File: src/hdl/z80_bus_pkg.sv
package z80_bus_pkg;

    // kinds of machine cycle
    typedef logic [2:0] cycle_t;

    localparam cycle_t CYCLE_NONE = 3'd0;
    localparam cycle_t CYCLE_M1 = 3'd1;
    localparam cycle_t CYCLE_RDWR_MEM = 3'd2;
    localparam cycle_t CYCLE_RDWR_IO = 3'd3;
    localparam cycle_t CYCLE_INTERNAL = 3'd4;
    localparam cycle_t CYCLE_EXTENDED = 3'd5;

    // word offsets on the Wishbone port
    localparam logic [2:0] REG_ADDR = 3'd0;
    localparam logic [2:0] REG_DATA = 3'd1;
    localparam logic [2:0] REG_CMD = 3'd2;
    localparam logic [2:0] REG_STATUS = 3'd3;
    localparam logic [2:0] REG_REFRESH = 3'd4;

    typedef struct packed {
        logic [15:0] addr;
        logic mreq_n;
        logic iorq_n;
        logic rd_n;
        logic wr_n;
        logic m1_n;
        logic rfsh_n;
        logic [7:0] d_out;
        logic d_oe;
    } bus_pins_t;

    typedef struct packed {
        cycle_t cycle;
        logic [15:0] addr;
        logic [7:0] wdata;
        logic rd;
        logic wr;
        logic extend;
    } cycle_req_t;

    // command word as written to REG_CMD, cycle code in the low bits
    typedef struct packed {
        logic [3:0] extend_cnt;
        logic wr;
        logic rd;
        cycle_t cycle;
    } cmd_t;

    // status word as read from REG_STATUS
    typedef struct packed {
        logic busy;
        cycle_t cycle;
        logic [2:0] tcycle;
    } status_t;

    localparam bus_pins_t IDLE_PINS = '{
        addr: 16'h0000,
        mreq_n: 1'b1,
        iorq_n: 1'b1,
        rd_n: 1'b1,
        wr_n: 1'b1,
        m1_n: 1'b1,
        rfsh_n: 1'b1,
        d_out: 8'h00,
        d_oe: 1'b0
    };

endpackage

File: src/hdl/m1.sv
// opcode fetch, T1-T2 read the opcode and T3-T4 put the refresh address out
module m1
    import z80_bus_pkg::*;
(
    input logic clk,
    input logic reset,
    input logic activate,
    input logic [15:0] addr,
    input logic [15:0] refresh_addr,
    input logic [7:0] d_in,
    input logic wait_n,
    input logic extend_cycle,
    output bus_pins_t pins,
    output logic [7:0] rdata,
    output logic [2:0] tcycle,
    output logic extra_tcycle,
    output logic waitstated,
    output logic done
);

    logic [15:0] addr_q;

    always_ff @(posedge clk) begin
        if (reset) begin
            tcycle <= 3'd0;
        end else begin
            case (tcycle)
                3'd1: begin
                    tcycle <= 3'd2;
                end
                3'd2: begin
                    // a low wait_n repeats T2
                    if (wait_n) begin
                        tcycle <= 3'd3;
                    end
                end
                3'd3: begin
                    tcycle <= 3'd4;
                end
                3'd4: begin
                    if (!extend_cycle) begin
                        tcycle <= activate ? 3'd1 : 3'd0;
                    end
                end
                default: begin
                    tcycle <= activate ? 3'd1 : 3'd0;
                end
            endcase
        end
    end

    always_ff @(posedge clk) begin
        if (activate) begin
            addr_q <= addr;
        end
        if (tcycle == 3'd2 && wait_n) begin
            rdata <= d_in;
        end
    end

    always_comb begin
        pins = IDLE_PINS;
        if (tcycle == 3'd1 || tcycle == 3'd2) begin
            pins.addr = addr_q;
            pins.mreq_n = 1'b0;
            pins.rd_n = 1'b0;
            pins.m1_n = 1'b0;
        end else if (tcycle == 3'd3 || tcycle == 3'd4) begin
            pins.addr = refresh_addr;
            pins.mreq_n = 1'b0;
            pins.rfsh_n = 1'b0;
        end
    end

    assign waitstated = (tcycle == 3'd2) && !wait_n;
    assign extra_tcycle = (tcycle == 3'd4) && extend_cycle;
    assign done = (tcycle == 3'd4);

endmodule

File: src/hdl/mrd_wr_mem.sv
// memory read or write of three T-states, wait states go in after T2
module mrd_wr_mem
    import z80_bus_pkg::*;
(
    input logic clk,
    input logic reset,
    input logic activate,
    input logic [15:0] addr,
    input logic [7:0] d_in,
    input logic [7:0] wdata,
    input logic rd,
    input logic wr,
    input logic wait_n,
    input logic extend_cycle,
    output bus_pins_t pins,
    output logic [7:0] rdata,
    output logic [2:0] tcycle,
    output logic extra_tcycle,
    output logic waitstated,
    output logic done
);

    logic [15:0] addr_q;
    logic [7:0] wdata_q;
    logic rd_q;
    logic wr_q;

    always_ff @(posedge clk) begin
        if (reset) begin
            tcycle <= 3'd0;
        end else begin
            case (tcycle)
                3'd1: begin
                    tcycle <= 3'd2;
                end
                3'd2: begin
                    if (wait_n) begin
                        tcycle <= 3'd3;
                    end
                end
                3'd3: begin
                    if (!extend_cycle) begin
                        tcycle <= activate ? 3'd1 : 3'd0;
                    end
                end
                default: begin
                    tcycle <= activate ? 3'd1 : 3'd0;
                end
            endcase
        end
    end

    always_ff @(posedge clk) begin
        if (activate) begin
            addr_q <= addr;
            wdata_q <= wdata;
            rd_q <= rd;
            wr_q <= wr;
        end
        if (tcycle == 3'd2 && wait_n && rd_q) begin
            rdata <= d_in;
        end
    end

    always_comb begin
        pins = IDLE_PINS;
        if (tcycle != 3'd0) begin
            pins.addr = addr_q;
            pins.d_out = wdata_q;
            pins.d_oe = wr_q;
        end
        if (tcycle == 3'd1 || tcycle == 3'd2) begin
            pins.mreq_n = 1'b0;
            pins.rd_n = !rd_q;
            pins.wr_n = !wr_q;
        end
    end

    assign waitstated = (tcycle == 3'd2) && !wait_n;
    assign extra_tcycle = (tcycle == 3'd3) && extend_cycle;
    assign done = (tcycle == 3'd3);

endmodule

File: src/hdl/mrd_wr_io.sv
// I/O read or write, iorq_n stays high in T1 and T3 is the automatic wait
module mrd_wr_io
    import z80_bus_pkg::*;
(
    input logic clk,
    input logic reset,
    input logic activate,
    input logic [15:0] addr,
    input logic [7:0] d_in,
    input logic [7:0] wdata,
    input logic rd,
    input logic wr,
    input logic wait_n,
    output bus_pins_t pins,
    output logic [7:0] rdata,
    output logic [2:0] tcycle,
    output logic waitstated,
    output logic done
);

    logic [15:0] addr_q;
    logic [7:0] wdata_q;
    logic rd_q;
    logic wr_q;

    always_ff @(posedge clk) begin
        if (reset) begin
            tcycle <= 3'd0;
        end else begin
            case (tcycle)
                3'd1: begin
                    tcycle <= 3'd2;
                end
                3'd2: begin
                    tcycle <= 3'd3;
                end
                3'd3: begin
                    // wait_n is looked at only at the end of the automatic wait
                    if (wait_n) begin
                        tcycle <= 3'd4;
                    end
                end
                default: begin
                    tcycle <= activate ? 3'd1 : 3'd0;
                end
            endcase
        end
    end

    always_ff @(posedge clk) begin
        if (activate) begin
            addr_q <= addr;
            wdata_q <= wdata;
            rd_q <= rd;
            wr_q <= wr;
        end
        if (tcycle == 3'd3 && wait_n && rd_q) begin
            rdata <= d_in;
        end
    end

    always_comb begin
        pins = IDLE_PINS;
        if (tcycle != 3'd0) begin
            pins.addr = addr_q;
            pins.d_out = wdata_q;
            pins.d_oe = wr_q;
        end
        if (tcycle == 3'd2 || tcycle == 3'd3) begin
            pins.iorq_n = 1'b0;
            pins.rd_n = !rd_q;
            pins.wr_n = !wr_q;
        end
    end

    assign waitstated = (tcycle == 3'd3) && !wait_n;
    assign done = (tcycle == 3'd4);

endmodule

File: src/hdl/mcycle.sv
// starts the requested cycle once the running one is done and routes the
// pins of whichever cycle is active
module mcycle
    import z80_bus_pkg::*;
(
    input logic clk,
    input logic reset,
    input cycle_req_t req,
    input logic [15:0] refresh_addr,
    input logic [7:0] d_in,
    input logic wait_n,
    output bus_pins_t pins,
    output logic [7:0] rdata,
    output cycle_t cur_cycle,
    output logic [2:0] tcycle,
    output logic extra_tcycle,
    output logic m1_done,
    output logic done
);

    bus_pins_t pins_m1;
    bus_pins_t pins_mem;
    bus_pins_t pins_io;
    logic [7:0] rdata_m1;
    logic [7:0] rdata_mem;
    logic [7:0] rdata_io;
    logic [2:0] tc_m1;
    logic [2:0] tc_mem;
    logic [2:0] tc_io;
    logic [2:0] tc_int;
    logic extra_m1;
    logic extra_mem;
    logic done_m1;
    logic done_mem;
    logic done_io;
    logic done_sel;
    logic m1_active;
    logic mem_active;
    logic io_active;
    logic int_active;
    logic activate_int;
    cycle_t int_kind;

    assign m1_active = (tc_m1 != 3'd0);
    assign mem_active = (tc_mem != 3'd0);
    assign io_active = (tc_io != 3'd0);
    assign int_active = (tc_int != 3'd0);

    // internal and extended cycles drive no pins, so one counter serves both
    assign activate_int = done &&
        (req.cycle == CYCLE_INTERNAL || req.cycle == CYCLE_EXTENDED);

    always_ff @(posedge clk) begin
        if (reset) begin
            tc_int <= 3'd0;
            int_kind <= CYCLE_NONE;
        end else if (activate_int) begin
            tc_int <= 3'd1;
            int_kind <= req.cycle;
        end else if (int_active && req.extend) begin
            tc_int <= (tc_int == 3'd7) ? tc_int : tc_int + 3'd1;
        end else begin
            tc_int <= 3'd0;
        end
    end

    always_comb begin
        pins = IDLE_PINS;
        rdata = 8'h00;
        tcycle = tc_int;
        cur_cycle = int_active ? int_kind : CYCLE_NONE;
        extra_tcycle = int_active && req.extend;
        done_sel = 1'b1;
        if (m1_active) begin
            pins = pins_m1;
            rdata = rdata_m1;
            tcycle = tc_m1;
            cur_cycle = CYCLE_M1;
            extra_tcycle = extra_m1;
            done_sel = done_m1;
        end else if (mem_active) begin
            pins = pins_mem;
            rdata = rdata_mem;
            tcycle = tc_mem;
            cur_cycle = CYCLE_RDWR_MEM;
            extra_tcycle = extra_mem;
            done_sel = done_mem;
        end else if (io_active) begin
            pins = pins_io;
            rdata = rdata_io;
            tcycle = tc_io;
            cur_cycle = CYCLE_RDWR_IO;
            extra_tcycle = 1'b0;
            done_sel = done_io;
        end
    end

    // a pending extend keeps the current cycle from finishing
    assign done = !req.extend && done_sel;
    assign m1_done = m1_active && done;

    m1 u_m1 (
        .clk(clk),
        .reset(reset),
        .activate(done && req.cycle == CYCLE_M1),
        .addr(req.addr),
        .refresh_addr(refresh_addr),
        .d_in(d_in),
        .wait_n(wait_n),
        .extend_cycle(req.extend),
        .pins(pins_m1),
        .rdata(rdata_m1),
        .tcycle(tc_m1),
        .extra_tcycle(extra_m1),
        .waitstated(),
        .done(done_m1)
    );

    mrd_wr_mem u_mrd_wr_mem (
        .clk(clk),
        .reset(reset),
        .activate(done && req.cycle == CYCLE_RDWR_MEM),
        .addr(req.addr),
        .d_in(d_in),
        .wdata(req.wdata),
        .rd(req.rd),
        .wr(req.wr),
        .wait_n(wait_n),
        .extend_cycle(req.extend),
        .pins(pins_mem),
        .rdata(rdata_mem),
        .tcycle(tc_mem),
        .extra_tcycle(extra_mem),
        .waitstated(),
        .done(done_mem)
    );

    mrd_wr_io u_mrd_wr_io (
        .clk(clk),
        .reset(reset),
        .activate(done && req.cycle == CYCLE_RDWR_IO),
        .addr(req.addr),
        .d_in(d_in),
        .wdata(req.wdata),
        .rd(req.rd),
        .wr(req.wr),
        .wait_n(wait_n),
        .pins(pins_io),
        .rdata(rdata_io),
        .tcycle(tc_io),
        .waitstated(),
        .done(done_io)
    );

endmodule

File: src/hdl/bus_cmd_regs.sv
// Wishbone register block, it holds one pending command for mcycle
module bus_cmd_regs
    import z80_bus_pkg::*;
(
    input logic clk,
    input logic reset,
    input logic wb_cyc,
    input logic wb_stb,
    input logic wb_we,
    input logic [2:0] wb_adr,
    input logic [31:0] wb_dat_w,
    output logic [31:0] wb_dat_r,
    output logic wb_ack,
    input logic done,
    input logic [7:0] rdata,
    input logic m1_done,
    input logic extra_tcycle,
    input cycle_t cur_cycle,
    input logic [2:0] tcycle,
    output cycle_req_t req,
    output logic [15:0] refresh_addr
);

    logic [15:0] addr_q;
    logic [7:0] data_q;
    logic [7:0] i_q;
    logic [7:0] r_q;
    logic [3:0] ext_cnt;
    logic pending;
    logic run_rd;
    logic hold_cmd;
    logic wb_req;
    logic wr_en;
    logic accept;
    cmd_t cmd_q;
    cmd_t cmd_w;
    status_t status;

    assign cmd_w = wb_dat_w[$bits(cmd_t)-1:0];

    // a second command waits here until the first one has been taken
    assign hold_cmd = wb_we && (wb_adr == REG_CMD) && pending;
    assign wb_req = wb_cyc && wb_stb && !wb_ack && !hold_cmd;
    assign wr_en = wb_req && wb_we;
    assign accept = done && (req.cycle != CYCLE_NONE);

    always_comb begin
        req.cycle = pending ? cmd_q.cycle : CYCLE_NONE;
        req.addr = addr_q;
        req.wdata = data_q;
        req.rd = cmd_q.rd;
        req.wr = cmd_q.wr;
        req.extend = (ext_cnt != 4'd0);
    end

    always_ff @(posedge clk) begin
        if (reset) begin
            wb_ack <= 1'b0;
            cmd_q <= '0;
            pending <= 1'b0;
            run_rd <= 1'b0;
            ext_cnt <= 4'd0;
            i_q <= 8'h00;
            r_q <= 8'h00;
        end else begin
            wb_ack <= wb_req;
            if (wr_en && wb_adr == REG_CMD) begin
                cmd_q <= cmd_w;
                pending <= (cmd_w.cycle != CYCLE_NONE) && (cmd_w.cycle <= CYCLE_EXTENDED);
            end else if (accept) begin
                pending <= 1'b0;
            end
            if (accept) begin
                run_rd <= (req.cycle == CYCLE_M1) || (req.rd &&
                    (req.cycle == CYCLE_RDWR_MEM || req.cycle == CYCLE_RDWR_IO));
                // the I/O cycle has no extend phase
                ext_cnt <= (req.cycle == CYCLE_RDWR_IO) ? 4'd0 : cmd_q.extend_cnt;
            end else begin
                if (done) begin
                    run_rd <= 1'b0;
                end
                if (extra_tcycle) begin
                    ext_cnt <= ext_cnt - 4'd1;
                end
            end
            // only the low 7 bits of R count fetches
            if (wr_en && wb_adr == REG_REFRESH) begin
                i_q <= wb_dat_w[15:8];
                r_q <= wb_dat_w[7:0];
            end else if (m1_done) begin
                r_q[6:0] <= r_q[6:0] + 7'd1;
            end
        end
    end

    always_comb begin
        status.busy = pending || !done;
        status.cycle = cur_cycle;
        status.tcycle = tcycle;
    end

    always_ff @(posedge clk) begin
        if (done && run_rd) begin
            data_q <= rdata;
        end
        if (wr_en && wb_adr == REG_DATA) begin
            data_q <= wb_dat_w[7:0];
        end
        if (wr_en && wb_adr == REG_ADDR) begin
            addr_q <= wb_dat_w[15:0];
        end
        if (wb_req) begin
            case (wb_adr)
                REG_ADDR: wb_dat_r <= {16'h0000, addr_q};
                REG_DATA: wb_dat_r <= {24'h000000, data_q};
                REG_CMD: wb_dat_r <= 32'(cmd_q);
                REG_STATUS: wb_dat_r <= 32'(status);
                REG_REFRESH: wb_dat_r <= {16'h0000, i_q, r_q};
                default: wb_dat_r <= 32'h0000_0000;
            endcase
        end
    end

    assign refresh_addr = {i_q, r_q};

endmodule

File: src/hdl/z80_bus_unit.sv
module z80_bus_unit
    import z80_bus_pkg::*;
(
    input logic clk,
    input logic reset,
    input logic wb_cyc,
    input logic wb_stb,
    input logic wb_we,
    input logic [2:0] wb_adr,
    input logic [31:0] wb_dat_w,
    output logic [31:0] wb_dat_r,
    output logic wb_ack,
    output logic [15:0] addr,
    output logic mreq_n,
    output logic iorq_n,
    output logic rd_n,
    output logic wr_n,
    output logic m1_n,
    output logic rfsh_n,
    output logic [7:0] d_out,
    output logic d_oe,
    input logic [7:0] d_in,
    input logic wait_n
);

    cycle_req_t req;
    bus_pins_t pins;
    cycle_t cur_cycle;
    logic [15:0] refresh_addr;
    logic [7:0] rdata;
    logic [2:0] tcycle;
    logic extra_tcycle;
    logic m1_done;
    logic done;

    bus_cmd_regs u_regs (
        .clk(clk),
        .reset(reset),
        .wb_cyc(wb_cyc),
        .wb_stb(wb_stb),
        .wb_we(wb_we),
        .wb_adr(wb_adr),
        .wb_dat_w(wb_dat_w),
        .wb_dat_r(wb_dat_r),
        .wb_ack(wb_ack),
        .done(done),
        .rdata(rdata),
        .m1_done(m1_done),
        .extra_tcycle(extra_tcycle),
        .cur_cycle(cur_cycle),
        .tcycle(tcycle),
        .req(req),
        .refresh_addr(refresh_addr)
    );

    mcycle u_mcycle (
        .clk(clk),
        .reset(reset),
        .req(req),
        .refresh_addr(refresh_addr),
        .d_in(d_in),
        .wait_n(wait_n),
        .pins(pins),
        .rdata(rdata),
        .cur_cycle(cur_cycle),
        .tcycle(tcycle),
        .extra_tcycle(extra_tcycle),
        .m1_done(m1_done),
        .done(done)
    );

    assign addr = pins.addr;
    assign mreq_n = pins.mreq_n;
    assign iorq_n = pins.iorq_n;
    assign rd_n = pins.rd_n;
    assign wr_n = pins.wr_n;
    assign m1_n = pins.m1_n;
    assign rfsh_n = pins.rfsh_n;
    assign d_out = pins.d_out;
    assign d_oe = pins.d_oe;

endmodule

File: config.mk
export PLATFORM = sky130hd
export DESIGN_NAME = z80_bus_unit
export DESIGN_NICKNAME = d
export VERILOG_FILES = /design/src/hdl/z80_bus_pkg.sv /design/src/hdl/m1.sv /design/src/hdl/mrd_wr_mem.sv /design/src/hdl/mrd_wr_io.sv /design/src/hdl/mcycle.sv /design/src/hdl/bus_cmd_regs.sv /design/src/hdl/z80_bus_unit.sv
export SDC_FILE = /design/constraint.sdc
export NUM_CORES = 1
export LEC_CHECK = 0
export BUFFER_PORTS_ARGS = -buffer_cell sky130_fd_sc_hd__buf_2
export CAP_MARGIN = 30
export CORE_UTILIZATION = 28
export DETAILED_ROUTE_END_ITERATION = 7
export GPL_TIMING_DRIVEN = 1
export SLEW_MARGIN = 10
export SYNTH_ARGS = -nofsm -noshare
export SYNTH_HDL_FRONTEND = slang
export SYNTH_SLANG_ARGS = --single-unit
File: constraint.sdc
create_clock -name clk -period 2.7 [get_ports clk]
set_input_delay 0.27 -clock clk [delete_from_list [all_inputs] [get_ports clk]]
set_output_delay 0.27 -clock clk [all_outputs]
set_load 0.005 [all_outputs]
==> results of run 1 <==
[placed cells by master (no fill, tap or decap), types with 6 or more instances in the layout]
cell	synthesis	final
a211oi_1	10	10
a21oi_1	33	33
a221oi_1	10	10
a22oi_1	41	41
buf_2	9	81
buf_4	19	22
clkbuf_16	0	17
conb_1	1	16
dfxtp_1	46	46
edfxtp_1	132	132
ha_1	8	8
inv_1	13	13
mux2i_1	29	29
nand2_1	45	45
nand3_1	12	12
nor2_1	61	59
nor2b_1	8	8
nor3_1	12	11
o21ai_0	39	39
xnor2_1	6	6
[layout make-up]
class | count | area [sq um]
sequential | 178 | 4885
timing repair buffer | 107 | 650.6
fill | 2664 | 17780
clock buffer | 21 | 470.5
inverter | 14 | 52.55
multi-input combinational | 399 | 2539
clock inverter | 11 | 148.9
tap | 341 | 426.7
antenna | 1 | 2.502
[where the power goes]
group | switching [mW] | total, mW | leakage (nW) | internal, mW
sequential | 0.0120 | 2.95 | 1.56 | 2.93
combinational | 0.115 | 0.176 | 1.44 | 0.0617
clock | 1.04 | 2.58 | 0.309 | 1.54
total | 1.16 | 5.70 | 3.31 | 4.54
[path summary, 6_finish.rpt]
check / to / cells past startpoint
worst max register to register: u_mcycle.u_mrd_wr_io.addr_q[15] / 6
worst min register to register: u_mcycle.int_kind[1] / 1
worst max-delay path: addr[6] / 7
worst min-delay path: u_regs.addr_q[9] / 1
[registers in the layout, summed over array words and instances, names as in the netlist, 4 cells and up]
name and count:
u_mcycle.u_m1.addr_q 16, u_mcycle.u_mrd_wr_io.addr_q 16, u_mcycle.u_mrd_wr_mem.addr_q 16, u_regs.addr_q 16, u_regs.wb_dat_r 16, u_mcycle.u_m1.rdata 8, u_mcycle.u_mrd_wr_io.rdata 8, u_mcycle.u_mrd_wr_io.wdata_q 8
u_mcycle.u_mrd_wr_mem.rdata 8, u_mcycle.u_mrd_wr_mem.wdata_q 8, u_regs.data_q 8, u_regs.i_q 8, u_regs.r_q 8, u_regs.cmd_q 7, u_regs.ext_cnt 4
[stage by stage]
stage | instances | utilization
global placement | 1038 | 0.3172
detailed placement | 1038 | 0.3172
finish | 1072 | 0.3404
floorplan | 644 | -
CTS | 1070 | 0.3402
global route | 1071 | 0.3403
[kinds of logic after synthesis]
group,after synthesis,share of synthesized area
AOI/OAI and AO/OA,156,0.1372
xor gates and xnor gates,10,0.01140
adders and majority gates,9,0.01434
buffers and inverters,67,0.04350
DFF,178,0.6360
muxes,31,0.04220
other,1,0.0004883
and+or+nand+nor,177,0.1149
[metal layers]
metal / wire, um / up-vias
li1: - / 2506
met5: 10 / -
met1: 8755 / 2512
met4: 277 / 2
met3: 932 / 24
met2: 10170 / 154
[worst register-to-register path: cells and delay by family, from the launching register on]
family / cells / cell delay, ps
and+or+nand+nor: 2 / 830
adders and majority gates: 1 / 200
DFF: 1 / 340
AOI/OAI and AO/OA: 1 / 290
buffers and inverters: 2 / 310
==> out/results.txt, run 1 <==
Final Max Tran Viols -> 0
Final Skew -> 8.706 ps
GRT Resource Usage Total -> 0.1463
Cell area after layout -> 0.009175 sq mm
Post-Syn Instances -> 629
Largest net degree at the start of global routing -> 34
HP Class -> input pin to register
PD cells -> 621.1 mW/mm^2
Seq/Total Area, Yosys -> 0.6360
Met2 Usage GRT -> 0.2469
Critical Path Source -> u_mcycle.u_m1.tcycle[0]
Synth Register Bits -> 178
CP top delay family -> flip-flops
Final period util -> 0.9390
Layout cells sized above 1 -> 0.2164
Post-synth top flop -> edfxtp_1
Total Negative Setup Slacks -> 0 ps
Setup slack, reg-to-reg -> 400 ps
Post-Route WL -> 20.14 mm
Hold Fails Final Rpt -> 0
Area Growth Syn to Fin -> 19.47%
CP peak stage delay -> 590 ps
Synth unique cells -> 64
Average wire per standard cell -> 18.79 um
Die width -> 167.6 um
GPL Wtd Cong -> 0.7895
Met1 usage -> 0.1866
Setup CP Type -> register to primary output
CTS H-tree depth -> 4
Setup violators final -> 0
Grt ovf -> 0
Minimum clock period after layout -> 2535 ps
Number of global-route vias before repair -> 5151
First-pass GRT wire length -> 30.58 mm
Setup WS post-layout -> 164.6 ps
Synth top area cells -> edfxtp_1 52%, dfxtp_1 12%, a22oi_1 4.0%
CTS Sinks -> 178
Core Rows -> 60
Crit. End Element -> primary output
Synth area leader -> edfxtp_1
Worst r2r src -> u_regs.ext_cnt[0]
Post-synth EDFFs -> 132
Reg clk slew, reported paths -> 70 ps
Core box area -> 0.02695 sq mm
Post-DP Area -> 0.008548 sq mm
YS warnings -> 0
Setup Slack @ Placement -> 437.1 ps
Drt drc -> 0
Post-detailed-placement half-perimeter wirelength -> 14.01 mm
Post-CTS Repair Setup Buffers -> 0
Worst path slowest cell -> dfxtp_1
Clk_lat worst skew -> 430 ps
Measured slew at the worst slew-check pin -> 559.8 ps
Grt met3 use -> 0.03262
IO Port Bufs -> 80
Die area -> 0.02809 sq mm
Critical Path AT -> 2270 ps
DRT iter0 DRCs -> 372
I/O pins -> 113
Die Y -> 167.6 um
NumNets Final -> 774
Relative slew slack -> 0.6259
RSZ-0062 raised after global routing -> false
TritonCTS Buffers -> 17
Synth top area share -> 0.5161
Max-Cap Viols -> 0
Busiest grt layer -> met2
Max IR drop VDD -> 0.4053 mV
Tot Pwr -> 5.698 mW
Vias -> 5198
DR pass1 iterations -> 5
Root buf cell -> clkbuf_16
Worst path cell trace -> nor2_4, nand2_1, nand2_1, buf_4, a22oi_1, o21ai_0, buf_2
CTS resizes -> 0
Number of nets still failing antenna checks after routing -> 0
Via/cell ratio -> 4.849
Critical path data required time -> 2430 ps
Crit-path max FO -> 10
Starting density of the core -> 0.2850
CTS Hold Bufs -> 0
Fmax -> 0.3944 GHz
Post-Syn Area -> 0.007680 sq mm
CP bufs+invs -> 2
Most frequent cell after synthesis -> edfxtp_1
Status -> completed
WHS -> 28.07 ps
Leak -> 3.309 nW
Post-synth top cells -> 132 x edfxtp_1, 61 x nor2_1, 46 x dfxtp_1
Asr flop ratio synth -> 0
CTS tree -> done
Clock Path Buffers -> 2
Critical path's most frequent cell -> nand2_1
Crit start category -> register
Initial antenna violation count -> 1
Syn_area_per_cell -> 12.21 sq um
Hold Startpoint -> wb_dat_w[9]
Power figures use the tool's default switching activity.
==> run 2, diff against run 1 <==
Settings changed: SYNTH_HIERARCHICAL set to 1.
==> out/results.txt, run 2 <==
Status -> completed (unchanged)
Die Y -> 185.3 um (was 167.6 um)
Post-Route WL -> 23.72 mm (was 20.14 mm)
Post-CTS Repair Setup Buffers -> 0 (unchanged)
Reg clk slew, reported paths -> 60 ps (was 70 ps)
Share of power burned in registers -> 0.528 (was 0.517)
PD cells -> 519.2 mW/mm^2 (was 621.1 mW/mm^2)
Number of nets still failing antenna checks after routing -> 0 (unchanged)
Hold Fails Final Rpt -> 0 (unchanged)
Worst path slowest cell -> or4bb_1 (was dfxtp_1)
Max-Cap Viols -> 0 (unchanged)
Post-layout util -> 0.3282 (was 0.3404)
Setup violators final -> 0 (unchanged)
CTS resizes -> 2 (was 0)
Clock Path Buffers -> 2 (unchanged)
Relative slew slack -> 0.5857 (was 0.6259)
Clk_lat worst skew -> 430 ps (about the same)
Area Growth Syn to Fin -> 14.41% (was 19.47%)
Starting density of the core -> 0.2868 (was 0.2850)
Leak -> 3.972 nW (was 3.309 nW)
Number of global-route vias before repair -> 6014 (was 5151)
Post-Syn Instances -> 815 (was 629)
Setup CP Type -> register to primary output (unchanged)
Int Power -> 4.393 mW (was 4.536 mW)
Sequential cell area -> 0.004888 sq mm (was 0.004885 sq mm)
Largest net degree at the start of global routing -> 48 (was 34)
Multi-input gate area -> 0.004001 sq mm (was 0.002539 sq mm)
Most frequent cells in the layout -> 132 x edfxtp_1, 108 x nor2_1, 80 x buf_2 (was 132 x edfxtp_1, 81 x buf_2, 59 x nor2_1)
Grt ovf -> 0 (unchanged)
NumNets Final -> 936 (was 774)
Commonest non-fill, non-tap cell in the layout -> edfxtp_1 (unchanged)
GPL Wtd Cong -> 0.8219 (was 0.7895)
Initial antenna violation count -> 1 (unchanged)
Layout Cells excl Fill -> 1332 (was 1072)
Total Negative Setup Slacks -> 0 ps (unchanged)
Post-Syn Area -> 0.009404 sq mm (was 0.007680 sq mm)
I/O pins -> 113 (unchanged)
CTS tree -> done (unchanged)
Die width -> 185.3 um (was 167.6 um)
CP peak stage delay -> 490 ps (was 590 ps)
Net Sw Power -> 1.193 mW (was 1.163 mW)
GRT Resource Usage Total -> 0.1411 (was 0.1463)
YS warnings -> 6 (was 0)
Core box area -> 0.03278 sq mm (was 0.02695 sq mm)
Worst path cell trace -> buf_4, buf_12, or4bb_1, o211ai_1, nor2_1, nor2_1, buf_2 (was nor2_4, nand2_1, nand2_1, buf_4, a22oi_1, o21ai_0, buf_2)
# fillers -> 3349 (was 2664)
Critical path data required time -> 2430 ps (about the same)
Post-detailed-placement half-perimeter wirelength -> 16.74 mm (was 14.01 mm)
First-pass GRT wire length -> 35.96 mm (was 30.58 mm)
Tot Pwr -> 5.586 mW (was 5.698 mW)
Average wire per standard cell -> 17.81 um (was 18.79 um)
Max IR drop VDD -> 0.3634 mV (was 0.4053 mV)
Fmax -> 0.3857 GHz (was 0.3944 GHz)
CP top delay family -> simple AND/OR/NAND/NOR gates (was flip-flops)
Critical path's most frequent cell -> nor2_1 (was nand2_1)
Drt drc -> 0 (unchanged)
Clock share of power -> 0.434 (was 0.452)
CTS H-tree depth -> 4 (unchanged)
Via/cell ratio -> 4.821 (was 4.849)
Crit start category -> register (unchanged)
Crit. End Element -> primary output (unchanged)
Core Rows -> 66 (was 60)
IO Port Bufs -> 80 (unchanged)
Root buf cell -> clkbuf_16 (unchanged)
CTS Sinks -> 178 (unchanged)
# diodes -> 0 (was 1)
Net Sw Frac -> 0.2135 (was 0.2041)
TritonCTS Buffers -> 17 (unchanged)
CTS Hold Bufs -> 0 (unchanged)
Placed cells -> 1299 (was 1038)
DRT iter0 DRCs -> 487 (was 372)
CP bufs+invs -> 3 (was 2)
RSZ-0062 raised after global routing -> false (unchanged)
Final Skew -> 10.70 ps (was 8.706 ps)
Die area -> 0.03432 sq mm (was 0.02809 sq mm)
Layout cells sized above 1 -> 0.2472 (was 0.2164)
Final Max Tran Viols -> 0 (unchanged)
Vias -> 6421 (was 5198)
Syn_area_per_cell -> 11.54 sq um (was 12.21 sq um)
Combinational fraction of design power -> 0.038 (was 0.031)
Final period util -> 0.9604 (was 0.9390)
HP Class -> input pin to register (unchanged)
Critical Path AT -> 2320 ps (was 2270 ps)
Crit-path max FO -> 37 (was 10)
Minimum clock period after layout -> 2593 ps (was 2535 ps)
DR pass1 iterations -> 4 (was 5)
Measured slew at the worst slew-check pin -> 611.8 ps (was 559.8 ps)
Setup slack, reg-to-reg -> 330 ps (was 400 ps)
-- run 2: worst paths after layout --
check                          startpoint                         endpoint  cells after the start
setup / recovery  u_mcycle/u_m1/tcycle[1]                          addr[5]                      7
hold / removal               wb_dat_w[13]                u_regs/addr_q[13]                      1
setup reg to reg  u_mcycle/u_m1/tcycle[0]  u_mcycle/u_mrd_wr_mem/tcycle[0]                      9
hold reg to reg             u_regs/run_rd                    u_regs/run_rd                      2
-- run 2: stage by stage --
stage	cell area [sq um]	hold slack (ps)	setup WS [ps]
6_report	10760	36.49	107.0
5_1_grt	10760	11.49	3.274
4_1_cts	10710	12.94	2.759
3_5_place_dp	10120	460.3	352.9
3_3_place_gp	10120	456.2	395.9
2_1_floorplan	9582	330.5	1.274
-- run 2: layout make-up --
| cell class | instances | share of cell area |
|---|---|---|
| Sequential cell | 178 | 0.4544 |
| Multi-Input combinational cell | 553 | 0.3719 |
| Timing Repair Buffer | 109 | 0.06198 |
| Tap cell | 442 | 0.05140 |
| Clock buffer | 22 | 0.04512 |
| Clock inverter | 10 | 0.008955 |
| Inverter | 18 | 0.006280 |
-- run 2: layer usage --
layer / GRT usage / vias up / share of wire / routed length, um
met4: 0.04562 / 2 / 0.015 / 346
met5: 0 / - / 0.00042 / 10
met3: 0.02792 / 19 / 0.049 / 1174
met2: 0.2195 / 181 / 0.46 / 10980
met1: 0.1952 / 3152 / 0.47 / 11210
li1: - / 3067 / - / -
-- run 2: power by group through the flow --
| stage | combinational [mW] | clock (mW) | sequential (mW) |
|---|---|---|---|
| finish | 0.212 | 2.43 | 2.95 |
| global route | 0.232 | 2.60 | 2.95 |
| CTS | 0.208 | 2.48 | 2.95 |
| detailed placement | 0.208 | 0 | 3.01 |
| global placement | 0.205 | 0 | 3.01 |
| floorplan | 0.146 | 0 | 3.00 |
==> run 3, diff against run 2 <==
Settings changed: CORE_UTILIZATION 28 to 53, CTS_CLUSTER_DIAMETER set to 60, PLACE_DENSITY set to 0.77, SETUP_SLACK_MARGIN set to 0.15.
==> out/results.txt, run 3 (synthesis gave the netlist of run 2 again) <==
Status -> completed (unchanged)
First-pass GRT wire length -> 32.16 mm (was 35.96 mm)
Root buf cell -> clkbuf_16 (unchanged)
Crit start category -> register (unchanged)
Setup CP Type -> register to primary output (unchanged)
HP Class -> input pin to register (unchanged)
DR pass1 iterations -> 5 (was 4)
Post-CTS Repair Setup Buffers -> 0 (unchanged)
Fmax -> 0.4069 GHz (was 0.3857 GHz)
Tot Pwr -> 5.549 mW (was 5.586 mW)
CP peak stage delay -> 430 ps (was 490 ps)
Final Skew -> 8.946 ps (was 10.70 ps)
Final Max Tran Viols -> 0 (unchanged)
IO Port Bufs -> 80 (unchanged)
CTS tree -> done (unchanged)
Hold Startpoint -> wb_dat_w[15] (was wb_dat_w[13])
NumNets Final -> 933 (was 936)
Die Y -> 135.2 um (was 185.3 um)
RSZ-0062 raised after global routing -> true (was false)
Grt ovf -> 0 (unchanged)
Critical Path AT -> 2190 ps (was 2320 ps)
Core Rows -> 48 (was 66)
Post-detailed-placement half-perimeter wirelength -> 14.35 mm (was 16.74 mm)
I/O pins -> 113 (unchanged)
Die area -> 0.01828 sq mm (was 0.03432 sq mm)
Relative slew slack -> 0.5863 (was 0.5857)
Leak -> 3.979 nW (was 3.972 nW)
Critical path data required time -> 2430 ps (about the same)
TritonCTS Buffers -> 17 (unchanged)
Hold Path Depth -> 1 (unchanged)
Worst path slowest cell -> or3_4 (was or4bb_1)
Crit-path max FO -> 25 (was 37)
Cell count along the critical path -> 6 (was 7)
Starting density of the core -> 0.5437 (was 0.2868)
DRT iter0 DRCs -> 620 (was 487)
# diodes -> 0 (unchanged)
Number of nets still failing antenna checks after routing -> 0 (unchanged)
Total Negative Setup Slacks -> 0 ps (unchanged)
Max-Cap Viols -> 0 (unchanged)
Number of global-route vias before repair -> 5926 (was 6014)
Post-Route WL -> 21.30 mm (was 23.72 mm)
GPL Wtd Cong -> 0.8781 (was 0.8219)
Average wire per standard cell -> 19.16 um (was 17.81 um)
CTS H-tree depth -> 4 (unchanged)
Die width -> 135.2 um (was 185.3 um)
Setup violators final -> 0 (unchanged)
Final period util -> 0.9102 (was 0.9604)
R2R Path End -> u_mcycle/u_m1/tcycle[0] (was u_mcycle/u_mrd_wr_mem/tcycle[0])
Via/cell ratio -> 5.750 (was 4.821)
Placed cells -> 1079 (was 1299)
# fillers -> 1371 (was 3349)
Vias -> 6394 (was 6421)
Largest net degree at the start of global routing -> 54 (was 48)
Reg clk slew, reported paths -> 70 ps (was 60 ps)
Initial antenna violation count -> 1 (unchanged)
Worst path cell trace -> or3_4, and2_4, buf_6, a221oi_2, nor2_1, buf_2 (was buf_4, buf_12, or4bb_1, o211ai_1, nor2_1, nor2_1, buf_2)
Crit. End Element -> primary output (unchanged)
Drt drc -> 0 (unchanged)
Worst r2r src -> u_mcycle/u_m1/tcycle[1] (was u_mcycle/u_m1/tcycle[0])
PD cells -> 528.2 mW/mm^2 (was 519.2 mW/mm^2)
Most frequent cells in the layout -> 132 x edfxtp_1, 108 x nor2_1, 80 x buf_2 (unchanged)
CP top delay family -> simple AND/OR/NAND/NOR gates (unchanged)
Layout Cells excl Fill -> 1112 (was 1332)
Cell area after layout -> 0.01051 sq mm (was 0.01076 sq mm)
CTS Hold Bufs -> 0 (unchanged)
Core box area -> 0.01730 sq mm (was 0.03278 sq mm)
CTS Sinks -> 178 (unchanged)
CP bufs+invs -> 2 (was 3)
WHS -> 29.13 ps (was 36.49 ps)
Hold Fails Final Rpt -> 0 (unchanged)
Hold-critical path endpoint -> u_regs/addr_q[15] (was u_regs/addr_q[13])
R2R depth -> 7 (was 9)
Clk_lat worst skew -> 430 ps (about the same)
GRT Resource Usage Total -> 0.2366 (was 0.1411)
Area Growth Syn to Fin -> 11.71% (was 14.41%)
Commonest non-fill, non-tap cell in the layout -> edfxtp_1 (unchanged)
Layout cells sized above 1 -> 0.2525 (was 0.2472)
Minimum clock period after layout -> 2457 ps (was 2593 ps)
Post-DP Area -> 0.009829 sq mm (was 0.01012 sq mm)
Measured slew at the worst slew-check pin -> 610.9 ps (was 611.8 ps)
Clock Path Buffers -> 2 (unchanged)
Setup slack, reg-to-reg -> 370 ps (was 330 ps)
Max IR drop VDD -> 0.3950 mV (was 0.3634 mV)
## run 3: power by group
part	total (mW)	internal (mW)	leakage, nW	switching [mW]
clock network	2.39	1.37	0.293	1.02
logic	0.209	0.0753	2.13	0.133
registers	2.95	2.93	1.55	0.0132
## run 3: cell type report
| class | count | area, sq um | area share |
|---|---|---|---|
| flip-flops and latches | 178 | 4891 | 0.4656 |
| inverters | 18 | 67.56 | 0.006432 |
| clock inverters | 8 | 61.31 | 0.005836 |
| clock buffers | 24 | 524.3 | 0.04990 |
| repair buffers | 106 | 644.4 | 0.06134 |
| multi-input cells | 553 | 4035 | 0.3841 |
| well taps | 225 | 281.5 | 0.02680 |
## run 3: per-layer routing
layer / vias to the layer above / wire length [um] / share of wire / GRT usage
met3: 31 / 1182 / 0.055 / 0.03853
li1: 3053 / - / - / -
met1: 3102 / 9754 / 0.46 / 0.3379
met2: 208 / 9937 / 0.47 / 0.3595
met5: - / 0 / 0 / 0
met4: 0 / 427 / 0.020 / 0.09488
## run 3: worst register-to-register path, stage by stage, from the launching register on
cell and delay, ps:
dfxtp_2 380, or3_2 550, a21oi_2 230, o21ai_4 140
nor4b_4 250, buf_4 300, nand2_1 120, a311oi_2 270
## run 3: repair_timing
| action | CTS | global route |
|---|---|---|
| hold endpoints to repair | 0 | 0 |
| gates resized for setup | 8 | 10 |
| endpoints found under the setup margin | 25 | 15 |
## run 3: how the worst max path moves through the flow
stage,from,to,slack [ps]
floorplan,u_mcycle/u_m1/tcycle[1],u_mcycle/u_mrd_wr_mem/tcycle[0],-20
global placement,u_mcycle/u_mrd_wr_mem/tcycle[1],u_regs/ext_cnt[3],390
detailed placement,u_mcycle/u_m1/tcycle[0],u_regs/r_q[6],370
CTS,u_mcycle/u_mrd_wr_mem/tcycle[0],addr[0],120
global route,u_mcycle/u_mrd_wr_io/tcycle[0],addr[1],130
finish,u_mcycle/u_mrd_wr_io/tcycle[0],addr[2],240
## run 3: stage by stage
stage | setup WS [ps] | util
global route | 134.9 | 0.6074
global placement | 392.9 | 0.5683
CTS | 123.7 | 0.6036
floorplan | -17.32 | -
detailed placement | 365.3 | 0.5683
finish | 242.5 | 0.6074
